File: src/include/wbuf_consts.svh
// sizing constants for the coalescing write buffer
// included by both packages and by every module that sizes an array
`ifndef WBUF_CONSTS_SVH
`define WBUF_CONSTS_SVH

// number of buffer entries, each holds one data word
`define WBUF_DEPTH 8

// bytes per data word
// the transfer sizes byte, half, word and dword assume 8 here
`define WBUF_WORD_BYTES 8

// physical address width
`define WBUF_PADDR_W 32

// transaction slots towards memory
// also the depth of the returned-id FIFO
`define WBUF_MAX_TX 4

`endif

File: src/rtl/wbuf_pkg.sv
// types for the write buffer entries and for the updates applied to them
// referenced by scoped name from the RTL and the testbench
`include "wbuf_consts.svh"

package wbuf_pkg;

  // word address, byte offset bits dropped
  typedef logic [`WBUF_PADDR_W-$clog2(`WBUF_WORD_BYTES)-1:0] wbuf_wtag_t;
  // one flag per byte of a word
  typedef logic [`WBUF_WORD_BYTES-1:0] wbuf_be_t;
  typedef logic [8*`WBUF_WORD_BYTES-1:0] wbuf_data_t;
  // entry index
  typedef logic [$clog2(`WBUF_DEPTH)-1:0] wbuf_ptr_t;

  // one buffer entry
  // legal byte states valid/dirty/txblock: 000, 110, 101, 111
  typedef struct packed {
    wbuf_wtag_t wtag;
    wbuf_data_t data;
    wbuf_be_t   valid;
    wbuf_be_t   dirty;
    wbuf_be_t   txblock;
  } wbuf_entry_t;

  // core store request, req held until granted
  typedef struct packed {
    logic       req;
    wbuf_wtag_t wtag;
    wbuf_be_t   be;
    wbuf_data_t data;
  } wbuf_store_t;

  // granted store, aimed at one entry
  typedef struct packed {
    logic       en;
    wbuf_ptr_t  ptr;
    wbuf_wtag_t wtag;
    wbuf_be_t   be;
    wbuf_data_t data;
  } wbuf_wr_t;

  // returned transfer, names the entry and the bytes it carried
  typedef struct packed {
    logic      en;
    wbuf_ptr_t ptr;
    wbuf_be_t  be;
  } wbuf_evict_t;

endpackage

File: src/rtl/mem_pkg.sv
// types for the memory side of the write buffer
// outgoing transfer, its size encoding and the transaction id
`include "wbuf_consts.svh"

package mem_pkg;

  // transfer size, aligned to itself
  typedef enum logic [1:0] {
    size_byte  = 2'd0,
    size_half  = 2'd1,
    size_word  = 2'd2,
    size_dword = 2'd3
  } mem_size_e;

  // transaction slot number
  typedef logic [$clog2(`WBUF_MAX_TX)-1:0] mem_tid_t;

  // outgoing write, data replicated over the whole word
  typedef struct packed {
    logic [`WBUF_PADDR_W-1:0] paddr;
    mem_size_e                size;
    mem_tid_t                 tid;
    wbuf_pkg::wbuf_data_t     wdata;
  } mem_tx_t;

  // accepted transfer as seen by the buffer
  // fire marks the req and ack cycle
  typedef struct packed {
    logic                fire;
    wbuf_pkg::wbuf_ptr_t ptr;
    wbuf_pkg::wbuf_be_t  be;
  } mem_issue_t;

endpackage

File: src/rtl/wbuf_alloc.sv
// entry allocation for core stores
// a store merges into the entry holding its word, or takes the lowest free entry
// grant is combinational in the request cycle
`include "wbuf_consts.svh"

module wbuf_alloc (
  input  wbuf_pkg::wbuf_entry_t [`WBUF_DEPTH-1:0] entries_i,
  input  wbuf_pkg::wbuf_store_t                   store_i,
  output logic                                    store_gnt_o,
  output wbuf_pkg::wbuf_wr_t                      wr_o
);

  logic [`WBUF_DEPTH-1:0] hit;
  logic [`WBUF_DEPTH-1:0] free;
  wbuf_pkg::wbuf_ptr_t    hit_ptr;
  wbuf_pkg::wbuf_ptr_t    free_ptr;

  for (genvar k = 0; k < `WBUF_DEPTH; k++) begin : gen_cmp
    // stale tags of empty entries never match
    assign hit[k]  = (|entries_i[k].valid) && (entries_i[k].wtag == store_i.wtag);
    assign free[k] = ~|entries_i[k].valid;
  end

  always_comb begin : p_find
    hit_ptr  = '0;
    free_ptr = '0;
    // scan downwards so the lowest index is left standing
    for (int k = `WBUF_DEPTH - 1; k >= 0; k--) begin
      if (hit[k]) begin
        hit_ptr = wbuf_pkg::wbuf_ptr_t'(k);
      end
      if (free[k]) begin
        free_ptr = wbuf_pkg::wbuf_ptr_t'(k);
      end
    end
  end

  // full buffer only takes stores to words it already holds
  assign store_gnt_o = store_i.req && ((|hit) || (|free));

  assign wr_o.en   = store_gnt_o;
  assign wr_o.ptr  = (|hit) ? hit_ptr : free_ptr;
  assign wr_o.wtag = store_i.wtag;
  assign wr_o.be   = store_i.be;
  assign wr_o.data = store_i.data;

endmodule

File: src/rtl/wbuf_tx_issue.sv
// selection of the next dirty entry and forming of its memory transfer
// entries are served round-robin, one aligned chunk of dirty bytes at a time
// miss_req_o is a level and stays up until miss_ack_i
`include "wbuf_consts.svh"

module wbuf_tx_issue (
  input  logic                                    clk_i,
  input  logic                                    rst_ni,
  input  wbuf_pkg::wbuf_entry_t [`WBUF_DEPTH-1:0] entries_i,
  input  logic                                    tx_free_i,
  input  mem_pkg::mem_tid_t                       tx_tid_i,
  input  logic                                    miss_ack_i,
  output logic                                    miss_req_o,
  output mem_pkg::mem_tx_t                        miss_o,
  output mem_pkg::mem_issue_t                     issue_o
);

  localparam int OFF_W = $clog2(`WBUF_WORD_BYTES);

  wbuf_pkg::wbuf_be_t [`WBUF_DEPTH-1:0] sendable;
  logic [`WBUF_DEPTH-1:0]               has_send;
  wbuf_pkg::wbuf_ptr_t                  rr_q;
  wbuf_pkg::wbuf_ptr_t                  arb_ptr;
  wbuf_pkg::wbuf_ptr_t                  lock_ptr_q;
  wbuf_pkg::wbuf_ptr_t                  sel_ptr;
  logic                                 lock_q;
  logic                                 fire;
  wbuf_pkg::wbuf_be_t                   sel_be;
  wbuf_pkg::wbuf_be_t                   tx_be;
  wbuf_pkg::wbuf_data_t                 sel_data;
  wbuf_pkg::wbuf_data_t                 rep_data;
  logic [OFF_W-1:0]                     off;
  logic [OFF_W-1:0]                     size_mask;
  mem_pkg::mem_size_e                   size;

  //////////////////////////////////////////////////////////////////////
  // entry selection
  //////////////////////////////////////////////////////////////////////

  // a word with bytes in flight is held back until its response
  // two writes to one word could otherwise overtake each other
  for (genvar k = 0; k < `WBUF_DEPTH; k++) begin : gen_send
    assign sendable[k] = (|entries_i[k].txblock) ? '0 :
                         (entries_i[k].dirty & entries_i[k].valid);
    assign has_send[k] = |sendable[k];
  end

  // first sendable entry at or after the round-robin pointer
  always_comb begin : p_arb
    wbuf_pkg::wbuf_ptr_t idx;
    logic                found;
    arb_ptr = rr_q;
    found   = 1'b0;
    for (int i = 0; i < `WBUF_DEPTH; i++) begin
      // index wraps in the pointer width
      idx = rr_q + wbuf_pkg::wbuf_ptr_t'(i);
      if (!found && has_send[idx]) begin
        found   = 1'b1;
        arb_ptr = idx;
      end
    end
  end

  // choice is locked while the request waits for its ack
  assign sel_ptr  = lock_q ? lock_ptr_q : arb_ptr;
  assign sel_be   = sendable[sel_ptr];
  assign sel_data = entries_i[sel_ptr].data;

  //////////////////////////////////////////////////////////////////////
  // aligned transfer
  //////////////////////////////////////////////////////////////////////

  // lowest sendable byte
  always_comb begin : p_offset
    off = '0;
    for (int k = `WBUF_WORD_BYTES - 1; k >= 0; k--) begin
      if (sel_be[k]) begin
        off = OFF_W'(k);
      end
    end
  end

  // largest aligned size fully covered by sendable bytes
  // gaps in the mask split the word into several transfers
  always_comb begin : p_size
    wbuf_pkg::wbuf_be_t m4;
    wbuf_pkg::wbuf_be_t m2;
    m4 = 8'h0f << off;
    m2 = 8'h03 << off;
    if (&sel_be) begin
      size      = mem_pkg::size_dword;
      size_mask = 3'd7;
      tx_be     = '1;
    end else if ((off[1:0] == 2'b00) && ((sel_be & m4) == m4)) begin
      size      = mem_pkg::size_word;
      size_mask = 3'd3;
      tx_be     = m4;
    end else if (!off[0] && ((sel_be & m2) == m2)) begin
      size      = mem_pkg::size_half;
      size_mask = 3'd1;
      tx_be     = m2;
    end else begin
      size      = mem_pkg::size_byte;
      size_mask = 3'd0;
      tx_be     = 8'h01 << off;
    end
  end

  // replicate the addressed chunk over the word
  // offset is aligned, so or-ing in the low lane bits walks the chunk
  always_comb begin : p_rep
    for (int j = 0; j < `WBUF_WORD_BYTES; j++) begin
      rep_data[j*8+:8] = sel_data[(off | (OFF_W'(j) & size_mask))*8+:8];
    end
  end

  assign miss_req_o   = (|has_send) && tx_free_i;
  assign fire         = miss_req_o && miss_ack_i;

  assign miss_o.paddr = {entries_i[sel_ptr].wtag, off};
  assign miss_o.size  = size;
  assign miss_o.tid   = tx_tid_i;
  assign miss_o.wdata = rep_data;

  assign issue_o.fire = fire;
  assign issue_o.ptr  = sel_ptr;
  assign issue_o.be   = tx_be;

  // pointer moves past an entry only once it has fired
  always_ff @(posedge clk_i or negedge rst_ni) begin : p_rr
    if (!rst_ni) begin
      rr_q   <= '0;
      lock_q <= 1'b0;
    end else begin
      if (fire) begin
        rr_q   <= sel_ptr + 1'b1;
        lock_q <= 1'b0;
      end else if (miss_req_o) begin
        lock_q <= 1'b1;
      end
    end
  end

  // remember the entry of a pending request
  always_ff @(posedge clk_i) begin : p_lock_ptr
    if (miss_req_o && !lock_q) begin
      lock_ptr_q <= arb_ptr;
    end
  end

endmodule

File: src/rtl/wbuf_tx_tracker.sv
// transaction slot table for transfers in flight
// returned ids queue in a small FIFO, each pop evicts the slot's bytes
// the lowest free slot is offered for the next transfer
`include "wbuf_consts.svh"

module wbuf_tx_tracker (
  input  logic                  clk_i,
  input  logic                  rst_ni,
  input  mem_pkg::mem_issue_t   issue_i,
  input  logic                  rtrn_vld_i,
  input  mem_pkg::mem_tid_t     rtrn_tid_i,
  output logic                  tx_free_o,
  output mem_pkg::mem_tid_t     tx_tid_o,
  output wbuf_pkg::wbuf_evict_t evict_o
);

  localparam int CNT_W = $clog2(`WBUF_MAX_TX + 1);

  // slot table
  logic [`WBUF_MAX_TX-1:0] slot_vld_q;
  wbuf_pkg::wbuf_ptr_t     slot_ptr_q [`WBUF_MAX_TX];
  wbuf_pkg::wbuf_be_t      slot_be_q  [`WBUF_MAX_TX];

  // returned-id FIFO
  mem_pkg::mem_tid_t fifo_q [`WBUF_MAX_TX];
  mem_pkg::mem_tid_t wr_idx_q;
  mem_pkg::mem_tid_t rd_idx_q;
  mem_pkg::mem_tid_t rtrn_tid;
  logic [CNT_W-1:0]  cnt_q;
  logic              pop;

  //////////////////////////////////////////////////////////////////////
  // slot allocation
  //////////////////////////////////////////////////////////////////////

  always_comb begin : p_free
    tx_tid_o = '0;
    for (int k = `WBUF_MAX_TX - 1; k >= 0; k--) begin
      if (!slot_vld_q[k]) begin
        tx_tid_o = mem_pkg::mem_tid_t'(k);
      end
    end
  end

  assign tx_free_o = ~&slot_vld_q;

  //////////////////////////////////////////////////////////////////////
  // response queue
  //////////////////////////////////////////////////////////////////////

  // not fall-through, a pushed id shows up one cycle later
  // at most one id per slot can be queued, so the FIFO never overflows
  assign pop      = (cnt_q != '0);
  assign rtrn_tid = fifo_q[rd_idx_q];

  always_ff @(posedge clk_i or negedge rst_ni) begin : p_fifo_ctrl
    if (!rst_ni) begin
      wr_idx_q <= '0;
      rd_idx_q <= '0;
      cnt_q    <= '0;
    end else begin
      if (rtrn_vld_i) begin
        wr_idx_q <= wr_idx_q + 1'b1;
      end
      if (pop) begin
        rd_idx_q <= rd_idx_q + 1'b1;
      end
      cnt_q <= cnt_q + CNT_W'(rtrn_vld_i) - CNT_W'(pop);
    end
  end

  always_ff @(posedge clk_i) begin : p_fifo_mem
    if (rtrn_vld_i) begin
      fifo_q[wr_idx_q] <= rtrn_tid_i;
    end
  end

  // eviction completes in the pop cycle
  assign evict_o.en  = pop;
  assign evict_o.ptr = slot_ptr_q[rtrn_tid];
  assign evict_o.be  = slot_be_q[rtrn_tid];

  // popped slot frees next cycle
  // offered id is free, so it never equals the popped one
  always_ff @(posedge clk_i or negedge rst_ni) begin : p_slot_vld
    if (!rst_ni) begin
      slot_vld_q <= '0;
    end else begin
      if (pop) begin
        slot_vld_q[rtrn_tid] <= 1'b0;
      end
      if (issue_i.fire) begin
        slot_vld_q[tx_tid_o] <= 1'b1;
      end
    end
  end

  always_ff @(posedge clk_i) begin : p_slot_data
    if (issue_i.fire) begin
      slot_ptr_q[tx_tid_o] <= issue_i.ptr;
      slot_be_q[tx_tid_o]  <= issue_i.be;
    end
  end

endmodule

File: src/rtl/wbuf_entries.sv
// entry register array of the write buffer
// eviction, issue and store updates merge into one next state, in that order
// byte flags are reset, word address and data are not
`include "wbuf_consts.svh"

module wbuf_entries (
  input  logic                                    clk_i,
  input  logic                                    rst_ni,
  input  wbuf_pkg::wbuf_wr_t                      wr_i,
  input  mem_pkg::mem_issue_t                     issue_i,
  input  wbuf_pkg::wbuf_evict_t                   evict_i,
  output wbuf_pkg::wbuf_entry_t [`WBUF_DEPTH-1:0] entries_o,
  output logic                                    empty_o
);

  wbuf_pkg::wbuf_wtag_t                 wtag_q [`WBUF_DEPTH];
  wbuf_pkg::wbuf_data_t                 data_q [`WBUF_DEPTH];
  wbuf_pkg::wbuf_be_t [`WBUF_DEPTH-1:0] valid_q;
  wbuf_pkg::wbuf_be_t [`WBUF_DEPTH-1:0] valid_d;
  wbuf_pkg::wbuf_be_t [`WBUF_DEPTH-1:0] dirty_q;
  wbuf_pkg::wbuf_be_t [`WBUF_DEPTH-1:0] dirty_d;
  wbuf_pkg::wbuf_be_t [`WBUF_DEPTH-1:0] txblock_q;
  wbuf_pkg::wbuf_be_t [`WBUF_DEPTH-1:0] txblock_d;

  //////////////////////////////////////////////////////////////////////
  // byte state update
  //////////////////////////////////////////////////////////////////////

  always_comb begin : p_next
    valid_d   = valid_q;
    dirty_d   = dirty_q;
    txblock_d = txblock_q;

    // response: unblock the bytes, drop those not rewritten in flight
    // rewritten bytes stay 1/1/0 and are sent again
    if (evict_i.en) begin
      txblock_d[evict_i.ptr] = txblock_q[evict_i.ptr] & ~evict_i.be;
      valid_d[evict_i.ptr]   = valid_q[evict_i.ptr] & ~(evict_i.be & ~dirty_q[evict_i.ptr]);
    end

    // accepted transfer: dirty bytes move to in flight
    // never the evicted entry, an entry with txblock bits is not sent
    if (issue_i.fire) begin
      dirty_d[issue_i.ptr]   = dirty_d[issue_i.ptr] & ~issue_i.be;
      txblock_d[issue_i.ptr] = txblock_d[issue_i.ptr] | issue_i.be;
    end

    // store last, so a byte written during its own send ends 1/1/1
    if (wr_i.en) begin
      valid_d[wr_i.ptr] = valid_d[wr_i.ptr] | wr_i.be;
      dirty_d[wr_i.ptr] = dirty_d[wr_i.ptr] | wr_i.be;
    end
  end

  always_ff @(posedge clk_i or negedge rst_ni) begin : p_flags
    if (!rst_ni) begin
      valid_q   <= '0;
      dirty_q   <= '0;
      txblock_q <= '0;
    end else begin
      valid_q   <= valid_d;
      dirty_q   <= dirty_d;
      txblock_q <= txblock_d;
    end
  end

  //////////////////////////////////////////////////////////////////////
  // word address and data
  //////////////////////////////////////////////////////////////////////

  // byte-wise merge of the store data
  always_ff @(posedge clk_i) begin : p_payload
    if (wr_i.en) begin
      wtag_q[wr_i.ptr] <= wr_i.wtag;
      for (int b = 0; b < `WBUF_WORD_BYTES; b++) begin
        if (wr_i.be[b]) begin
          data_q[wr_i.ptr][b*8+:8] <= wr_i.data[b*8+:8];
        end
      end
    end
  end

  for (genvar k = 0; k < `WBUF_DEPTH; k++) begin : gen_out
    assign entries_o[k].wtag    = wtag_q[k];
    assign entries_o[k].data    = data_q[k];
    assign entries_o[k].valid   = valid_q[k];
    assign entries_o[k].dirty   = dirty_q[k];
    assign entries_o[k].txblock = txblock_q[k];
  end

  // no valid byte anywhere
  assign empty_o = ~|valid_q;

endmodule

File: src/rtl/wbuf_top.sv
// coalescing write buffer for a write-through data cache
// core stores in through store_i, aligned writes out through miss_o
// numbered write responses come back on rtrn_vld_i and rtrn_tid_i
`include "wbuf_consts.svh"

module wbuf_top (
  input  logic                  clk_i,
  input  logic                  rst_ni,
  // core store port
  input  wbuf_pkg::wbuf_store_t store_i,
  output logic                  store_gnt_o,
  // memory request port
  output logic                  miss_req_o,
  output mem_pkg::mem_tx_t      miss_o,
  input  logic                  miss_ack_i,
  // memory write responses
  input  logic                  rtrn_vld_i,
  input  mem_pkg::mem_tid_t     rtrn_tid_i,
  output logic                  empty_o
);

  wbuf_pkg::wbuf_entry_t [`WBUF_DEPTH-1:0] entries;
  wbuf_pkg::wbuf_wr_t                      wr;
  mem_pkg::mem_issue_t                     issue;
  wbuf_pkg::wbuf_evict_t                   evict;
  logic                                    tx_free;
  mem_pkg::mem_tid_t                       tx_tid;

  // store side
  wbuf_alloc i_alloc (
    .entries_i   (entries),
    .store_i     (store_i),
    .store_gnt_o (store_gnt_o),
    .wr_o        (wr)
  );

  // send side, works next to allocation on the same entry state
  wbuf_tx_issue i_tx_issue (
    .clk_i      (clk_i),
    .rst_ni     (rst_ni),
    .entries_i  (entries),
    .tx_free_i  (tx_free),
    .tx_tid_i   (tx_tid),
    .miss_ack_i (miss_ack_i),
    .miss_req_o (miss_req_o),
    .miss_o     (miss_o),
    .issue_o    (issue)
  );

  // transfers in flight and their responses
  wbuf_tx_tracker i_tx_tracker (
    .clk_i      (clk_i),
    .rst_ni     (rst_ni),
    .issue_i    (issue),
    .rtrn_vld_i (rtrn_vld_i),
    .rtrn_tid_i (rtrn_tid_i),
    .tx_free_o  (tx_free),
    .tx_tid_o   (tx_tid),
    .evict_o    (evict)
  );

  wbuf_entries i_entries (
    .clk_i     (clk_i),
    .rst_ni    (rst_ni),
    .wr_i      (wr),
    .issue_i   (issue),
    .evict_i   (evict),
    .entries_o (entries),
    .empty_o   (empty_o)
  );

endmodule

File: config.mk
export PLATFORM = sky130hd
export DESIGN_NAME = wbuf_top
export DESIGN_NICKNAME = d
export VERILOG_FILES = /design/src/rtl/wbuf_pkg.sv /design/src/rtl/mem_pkg.sv /design/src/rtl/wbuf_alloc.sv /design/src/rtl/wbuf_tx_issue.sv /design/src/rtl/wbuf_tx_tracker.sv /design/src/rtl/wbuf_entries.sv /design/src/rtl/wbuf_top.sv
export VERILOG_INCLUDE_DIRS = /design/src /design/src/include
export SDC_FILE = /design/constraint.sdc
export NUM_CORES = 2
export LEC_CHECK = 0
export BUFFER_PORTS_ARGS = -buffer_cell sky130_fd_sc_hd__buf_2
export CAP_MARGIN = 15
export CORE_MARGIN = 10
export CORE_UTILIZATION = 57
export DETAILED_ROUTE_END_ITERATION = 8
export MAX_ROUTING_LAYER = met4
export PLACE_DENSITY_LB_ADDON = 0.15
export SETUP_SLACK_MARGIN = 0.2
export SLEW_MARGIN = 15
export SYNTH_ARGS = -nofsm -noshare
export SYNTH_HDL_FRONTEND = slang
export SYNTH_HIERARCHICAL = 1
export SYNTH_SLANG_ARGS = --single-unit
export TNS_END_PERCENT = 20
File: constraint.sdc
create_clock -name clk_i -period 7.8 [get_ports clk_i]
set_clock_uncertainty 0.15 [all_clocks]
set_input_delay 0.39 -clock clk_i [delete_from_list [all_inputs] [get_ports clk_i]]
set_output_delay 0.39 -clock clk_i [all_outputs]
set_load 0.02 [all_outputs]
# Word-level counts from Yosys, hierarchy flattened
# Memory sizes are Yosys's and may differ from the RTL's.
# Cells that the tools add are included.
[word_totals] register_bits=210 mem_bits_rw=796 inputBits=108 output_inout_bits=103 word_cells=348 n_memories=5
[mem_list] memory="i_entries.data_q" words=8 width=64 rd=8 rd_ports_with_merged_regs=0 write_ports=1 line_no="wbuf_entries.sv:17" rtl="wbuf_pkg::wbuf_data_t data_q [`WBUF_DEPTH];"
[mem_list] memory="i_entries.wtag_q" words=8 width=29 rd=8 rd_ports_with_merged_regs=0 write_ports=1 line_no="wbuf_entries.sv:16" rtl="wbuf_pkg::wbuf_wtag_t wtag_q [`WBUF_DEPTH];"
[mem_list] memory="i_tx_tracker.slot_be_q" words=4 width=8 rd=1 rd_ports_with_merged_regs=0 write_ports=1 line_no="wbuf_tx_tracker.sv:22" rtl="wbuf_pkg::wbuf_be_t slot_be_q [`WBUF_MAX_TX];"
[mem_list] memory="i_tx_tracker.slot_ptr_q" words=4 width=3 rd=1 rd_ports_with_merged_regs=0 write_ports=1 line_no="wbuf_tx_tracker.sv:21" rtl="wbuf_pkg::wbuf_ptr_t slot_ptr_q [`WBUF_MAX_TX];"
[mem_list] memory="i_tx_tracker.fifo_q" words=4 width=2 rd=1 rd_ports_with_merged_regs=0 write_ports=1 line_no="wbuf_tx_tracker.sv:25" rtl="mem_pkg::mem_tid_t fifo_q [`WBUF_MAX_TX];"
[op_classes] add_sub_neg=12 order_cmp=18 eq_ne=10 n_shift=11 muxes=151 bitwise_logic=31 n_reduce_logical=79
[ops] operator="$shiftx 64x33->8" count=7
[ops] operator="$bwmux 64" count=6
[ops] operator="$mux 64" count=6
[ops] operator="$bmux 117 s3" count=1
[ops] operator="$eq 29x29->1" count=8
[ops] operator="$reduce_or 8->1" count=26
[ops] operator="$bmux 8 s3" count=8
[ops] operator="$mux 8" count=22
[ops] operator="$reduce_or 64->1" count=2
[ops] operator="$mux 117" count=1
[ops] operator="$and 8x8->8" count=14
[ops] operator="$mux 3" count=35
[ops] operator="$demux 8 s3" count=3
[ops] operator="$shiftx 64x7->8" count=1
[ops] operator="$mux 1" count=51
[ops] operator="$lt 3x4->1 const B" count=11
[ops] operator="$not 8->8" count=4
[ops] operator="$logic_and 1x1->1" count=26
[ops] operator="$bmux 1 s3" count=8
[ops] operator="$or 8x8->8" count=3
[ops] operator="$logic_not 1->1" count=19
[ops] operator="$eq 8x8->1" count=2
[ops] operator="$add 3x3->3 const B" count=4
[ops] operator="$mux 2" count=6
[ops] operator="25 further kinds" count=38

# Depth between registers and ports, before layout
[depth] depth_word=54 ltp_mapped=37 ltp_nobuf=32

# Cells and area by module
# The synthesis kept the hierarchy.
[by_module_without_submodules] mod="wbuf_entries" instances=1 cells_per_inst=2287 area_each_um2=35953.2 seq_area_each_um2=27146.0
[by_module_without_submodules] mod="wbuf_tx_issue" instances=1 cells_per_inst=2178 area_each_um2=12040.3 seq_area_each_um2=190.2
[by_module_without_submodules] mod="wbuf_alloc" instances=1 cells_per_inst=499 area_each_um2=3940.0 seq_area_each_um2=0.0
[by_module_without_submodules] mod="wbuf_tx_tracker" instances=1 cells_per_inst=150 area_each_um2=2592.5 seq_area_each_um2=1836.8

# Worst setup path before layout
# Ideal clock, no wire load.
[synth_path] path_kind="register to register" start="register, netlist name i_tx_issue/rr_q[1]" end="memory i_entries/data_q[0][10] (netlist name), enable pin" setup_time_ns=0.370 t_arrival_ns=8.013 t_required_ns=7.280 setup_slack_ns=-0.733 stages_incl_launch_ff=31 n_path_buf=6 synth_period_minus_slack_ns=8.533 path_cell_list="dfrtp_1 -> clkbuf_1 -> inv_2 -> ha_1 -> clkbuf_1 -> nor2_1 -> o211ai_1 -> nand4_1 -> nand2b_1 -> a221o_1 -> and2_1 -> buf_6 -> a311oi_1 -> o22ai_1 -> mux2i_1 -> mux2i_1 -> nor4_2 -> and2_2 -> clkbuf_1 -> buf_1 -> ha_1 -> nand2_1 -> nand3_1 -> a2111oi_4 -> nand2_1 -> buf_2 -> a21oi_1 -> o21ai_0 -> o311ai_0 -> a221oi_4 -> nor2_1"
[synth_rtl] element="to (decl)" line_no="wbuf_entries.sv:17"

==> run metrics <==
net count after synthesis=5242; warnings from Yosys=6; via count of the first global-routing pass=approximately 44000; flip-flop and latch count after synthesis=around 1000; most common library cell in the layout ignoring fill and taps=sky130_fd_sc_hd__nand2_1; global-route total usage across every layer=between 30% and 40%; per-cell via count in the routed design=about 6.7; Worst path most repeated cell=sky130_fd_sc_hd__buf_4; post-route minimum period=8.10 ns; placeable core region=about 95000 sq um; relative max-transition margin=between 15 and 20%; average instance area after synthesis=approximately 11 sq um; cell types occupying the most area after synthesis=sky130_fd_sc_hd__edfxtp_1, sky130_fd_sc_hd__dfrtp_1, sky130_fd_sc_hd__nand2_1; Critical path buffers and inverters=11; first-pass GRT wire length=about 300 mm; total I/O pin count=211; maximum fanout along the worst path=13; vias=around 47000; initial antenna violation count=8; Worst Path Required=roughly 7.3 ns; iteration count of the initial detailed-routing pass=9; GR Layer Usage met1=about 51%; post-synthesis cell area=between 50000 and 60000 sq um; number of synthesized flops with an enable pin=799; highest attainable clock frequency=about 120 MHz; number of H-tree branching levels=3; cell area after layout=66100 sq um; Crit path max-delay family=compound AO/OA/AOI/OAI gates; met2 capacity usage during global routing=54.8%; Cell Area, Placed=59100 sq um; count of final hold-check violations=0; fill cell count=roughly 7000; run status=finished with violations; Die Span X=between 300 and 400 um; gr ovfl total=0; number of clock sinks=around 1000; CTS buffer count=around 110; Least-Margin Pin Slew=~1.2 ns; GRT Max-Usage Layer=met2; fraction of post-synthesis cell area in the top cell type by area=44.0%; Post-route DRC=0; most frequent cells in the layout=sky130_fd_sc_hd__nand2_1, sky130_fd_sc_hd__edfxtp_1, sky130_fd_sc_hd__buf_4; Critical Path Source Type=flop; share of async-settable or async-resettable flops after synthesis=between 20 and 25%; full die area=around 110000 sq um; path type of the worst setup path=reg2out; clock tree from TritonCTS=built; Starting Density=57.4%; Site Rows=113; Distinct cells, synth=118; average wire length per cell after detail routing=between 20 and 30 um; Layout Area Growth over Synthesis=21.2%; final setup violation count=48; crit share post-route=104%; share of the yosys chip area belonging to registers=roughly 54%; flip-flop cell with the highest count after synthesis=sky130_fd_sc_hd__edfxtp_1; number of I/O port buffers=between 200 and 250; clock-pin slew reported for the worst setup and hold paths after clock tree synthesis=~0.06 ns; arrival time worst endpoint=7.56 ns; final-report max-slew violation count=0; count of max-cap constraint violations=0; met3 track demand over resource=a little over a tenth; largest net degree at the start of global routing=approximately 170; type of element capturing the critical path=primary output; Antenna Violating Nets Remaining=0; layout cell share with drive strength beyond 1=24.0%; cell taking the most area after synthesis=sky130_fd_sc_hd__edfxtp_1; RSZ-0062 raised after global routing=true; Slowest Stage Delay on Critical Path=approximately 0.50 ns; vertical die dimension=329 um; violated checks=setup timing; RD Place Congestion=approximately 1.1; Worst Setup Slack, final=-0.302 ns; Post-Syn Instances=5114; clock root buffer=sky130_fd_sc_hd__clkbuf_16; post-detailed-placement half-perimeter wirelength=142 mm; DRC marker count from the first detailed-route iteration=about 7000; hold crit path type=in2async; worst-path cell with the longest stage delay=sky130_fd_sc_hd__mux4_2; post-layout net count=between 5000 and 6000; source-to-sink clock delay at the later pin of the worst-skew pair=0.74 ns; deepest clock path buffer count=3; total wire length after detailed routing=approximately 210 mm
==> state kept, by name, summed over array words and instances (netlist names) <==
signal and cells:
i_entries/data_q 512, i_entries/wtag_q 232, i_tx_tracker/cnt_q 3, i_tx_tracker/rd_idx_q 2
i_tx_tracker/fifo_q 8, i_tx_tracker/slot_be_q 32, i_tx_issue/rr_q 3, i_tx_issue/lock_ptr_q 3
i_tx_tracker/slot_ptr_q 12, i_tx_tracker/slot_vld_q 4, i_tx_tracker/wr_idx_q 2, i_entries/entries_o 192
i_tx_issue/lock_q 1
==> synth_stat cells, types with 18 or more instances <==
cell type and count:
sky130_fd_sc_hd__mux4_2 47, sky130_fd_sc_hd__buf_1 52, sky130_fd_sc_hd__inv_1 31, sky130_fd_sc_hd__o21bai_1 25, sky130_fd_sc_hd__a211oi_1 59, sky130_fd_sc_hd__nand2_1 1084
sky130_fd_sc_hd__buf_2 71, sky130_fd_sc_hd__nor2_1 192, sky130_fd_sc_hd__edfxtp_1 799, sky130_fd_sc_hd__o221ai_1 23, sky130_fd_sc_hd__and2_1 29, sky130_fd_sc_hd__mux2_2 28
sky130_fd_sc_hd__o21ai_0 185, sky130_fd_sc_hd__a221oi_1 23, sky130_fd_sc_hd__xor2_1 121, sky130_fd_sc_hd__nand4_1 65, sky130_fd_sc_hd__mux2i_1 256, sky130_fd_sc_hd__a211o_1 50
sky130_fd_sc_hd__o22ai_1 47, sky130_fd_sc_hd__buf_6 18, sky130_fd_sc_hd__dfrtp_1 207, sky130_fd_sc_hd__nor3_1 31, sky130_fd_sc_hd__clkbuf_1 211, sky130_fd_sc_hd__a21oi_1 132
sky130_fd_sc_hd__xnor2_1 125, sky130_fd_sc_hd__a22oi_1 32, sky130_fd_sc_hd__buf_4 119, sky130_fd_sc_hd__a31oi_1 87, sky130_fd_sc_hd__nor4_1 56, sky130_fd_sc_hd__ha_1 19
sky130_fd_sc_hd__a311oi_1 71, sky130_fd_sc_hd__and3_1 149, sky130_fd_sc_hd__nand3_1 308
==> metrics by stage <==
step / setup slack [ns] / hold slack [ns] / setup TNS [ns] / cells / util [%]
floorplan: 0.213 / -0.0556 / 0 / 5114 / -
global placement: -0.208 / 0.303 / -3.94 / 6647 / 62.2
detailed placement: -0.314 / 0.306 / -10.60 / 6647 / 62.2
CTS: -0.119 / 0.142 / -2.74 / 6983 / 68.4
global route: -0.555 / 0.176 / -29.13 / 7016 / 69.5
finish: -0.302 / 0.139 / -9.44 / 7021 / 69.5
==> path summary, 6_finish.rpt <==
kind / start / endpoint / slack (ns) / depth (start not counted)
worst min-delay path: rst_ni / i_entries/entries_o[825] / 0.14 / 2
min in group clk_i: store_i[64] / i_entries/entries_o[710] / 0.25 / 5
max in group asynchronous: rst_ni / i_entries/entries_o[830] / 5.76 / 3
worst max-delay path: i_entries/entries_o[16] / miss_o[30] / -0.30 / 33
worst min register to register: i_entries/entries_o[825] / i_entries/entries_o[825] / 0.39 / 2
worst max register to register: i_entries/entries_o[16] / i_entries/entries_o[707] / 0.10 / 38
==> metal layers <==
layer / part of all wire, % / wire (um)
met3: 13 / 26800
met1: 38 / 79900
met2: 44 / 90500
met4: 5.1 / 10600
met5: 0 / 0
==> cell families after synthesis <==
kind of cell             share of synthesized area (%)
AO/OA/AOI/OAI                                     12.2
XOR/XNOR                                          3.98
adder cells (fa/ha/maj)                          0.473
buffers and inverters                             4.86
flip-flops                                        53.5
multiplexers                                      7.52
AND/OR/NAND/NOR                                   17.5
==> final cells by class <==
| type | count | area, sq um | area share (%) |
|---|---|---|---|
| Sequential cell | 1006 | 29200 | 44.2 |
| Multi-Input combinational cell | 3591 | 24300 | 36.8 |
| Timing Repair Buffer | 908 | 7190 | 10.9 |
| Clock buffer | 137 | 2930 | 4.44 |
| Tap cell | 1265 | 1580 | 2.40 |
| Clock inverter | 59 | 673 | 1.02 |
| Inverter | 43 | 184 | 0.278 |
| Antenna cell | 11 | 27.5 | 0.0417 |
| Timing Repair inverter | 1 | 6.26 | 0.00947 |
==> timing repair <==
item	CTS	global route
hold buffers	98	0
setup endpoints to repair	234	274
cloned	6	1
hold endpoints to repair	840	0
pin swaps	47	63
resized for setup	222	187
buffers inserted	36	26
Power is left out: the tool's default activity adds up to more than one toggle a clock period on the data nets, which glitch-free logic cannot reach.
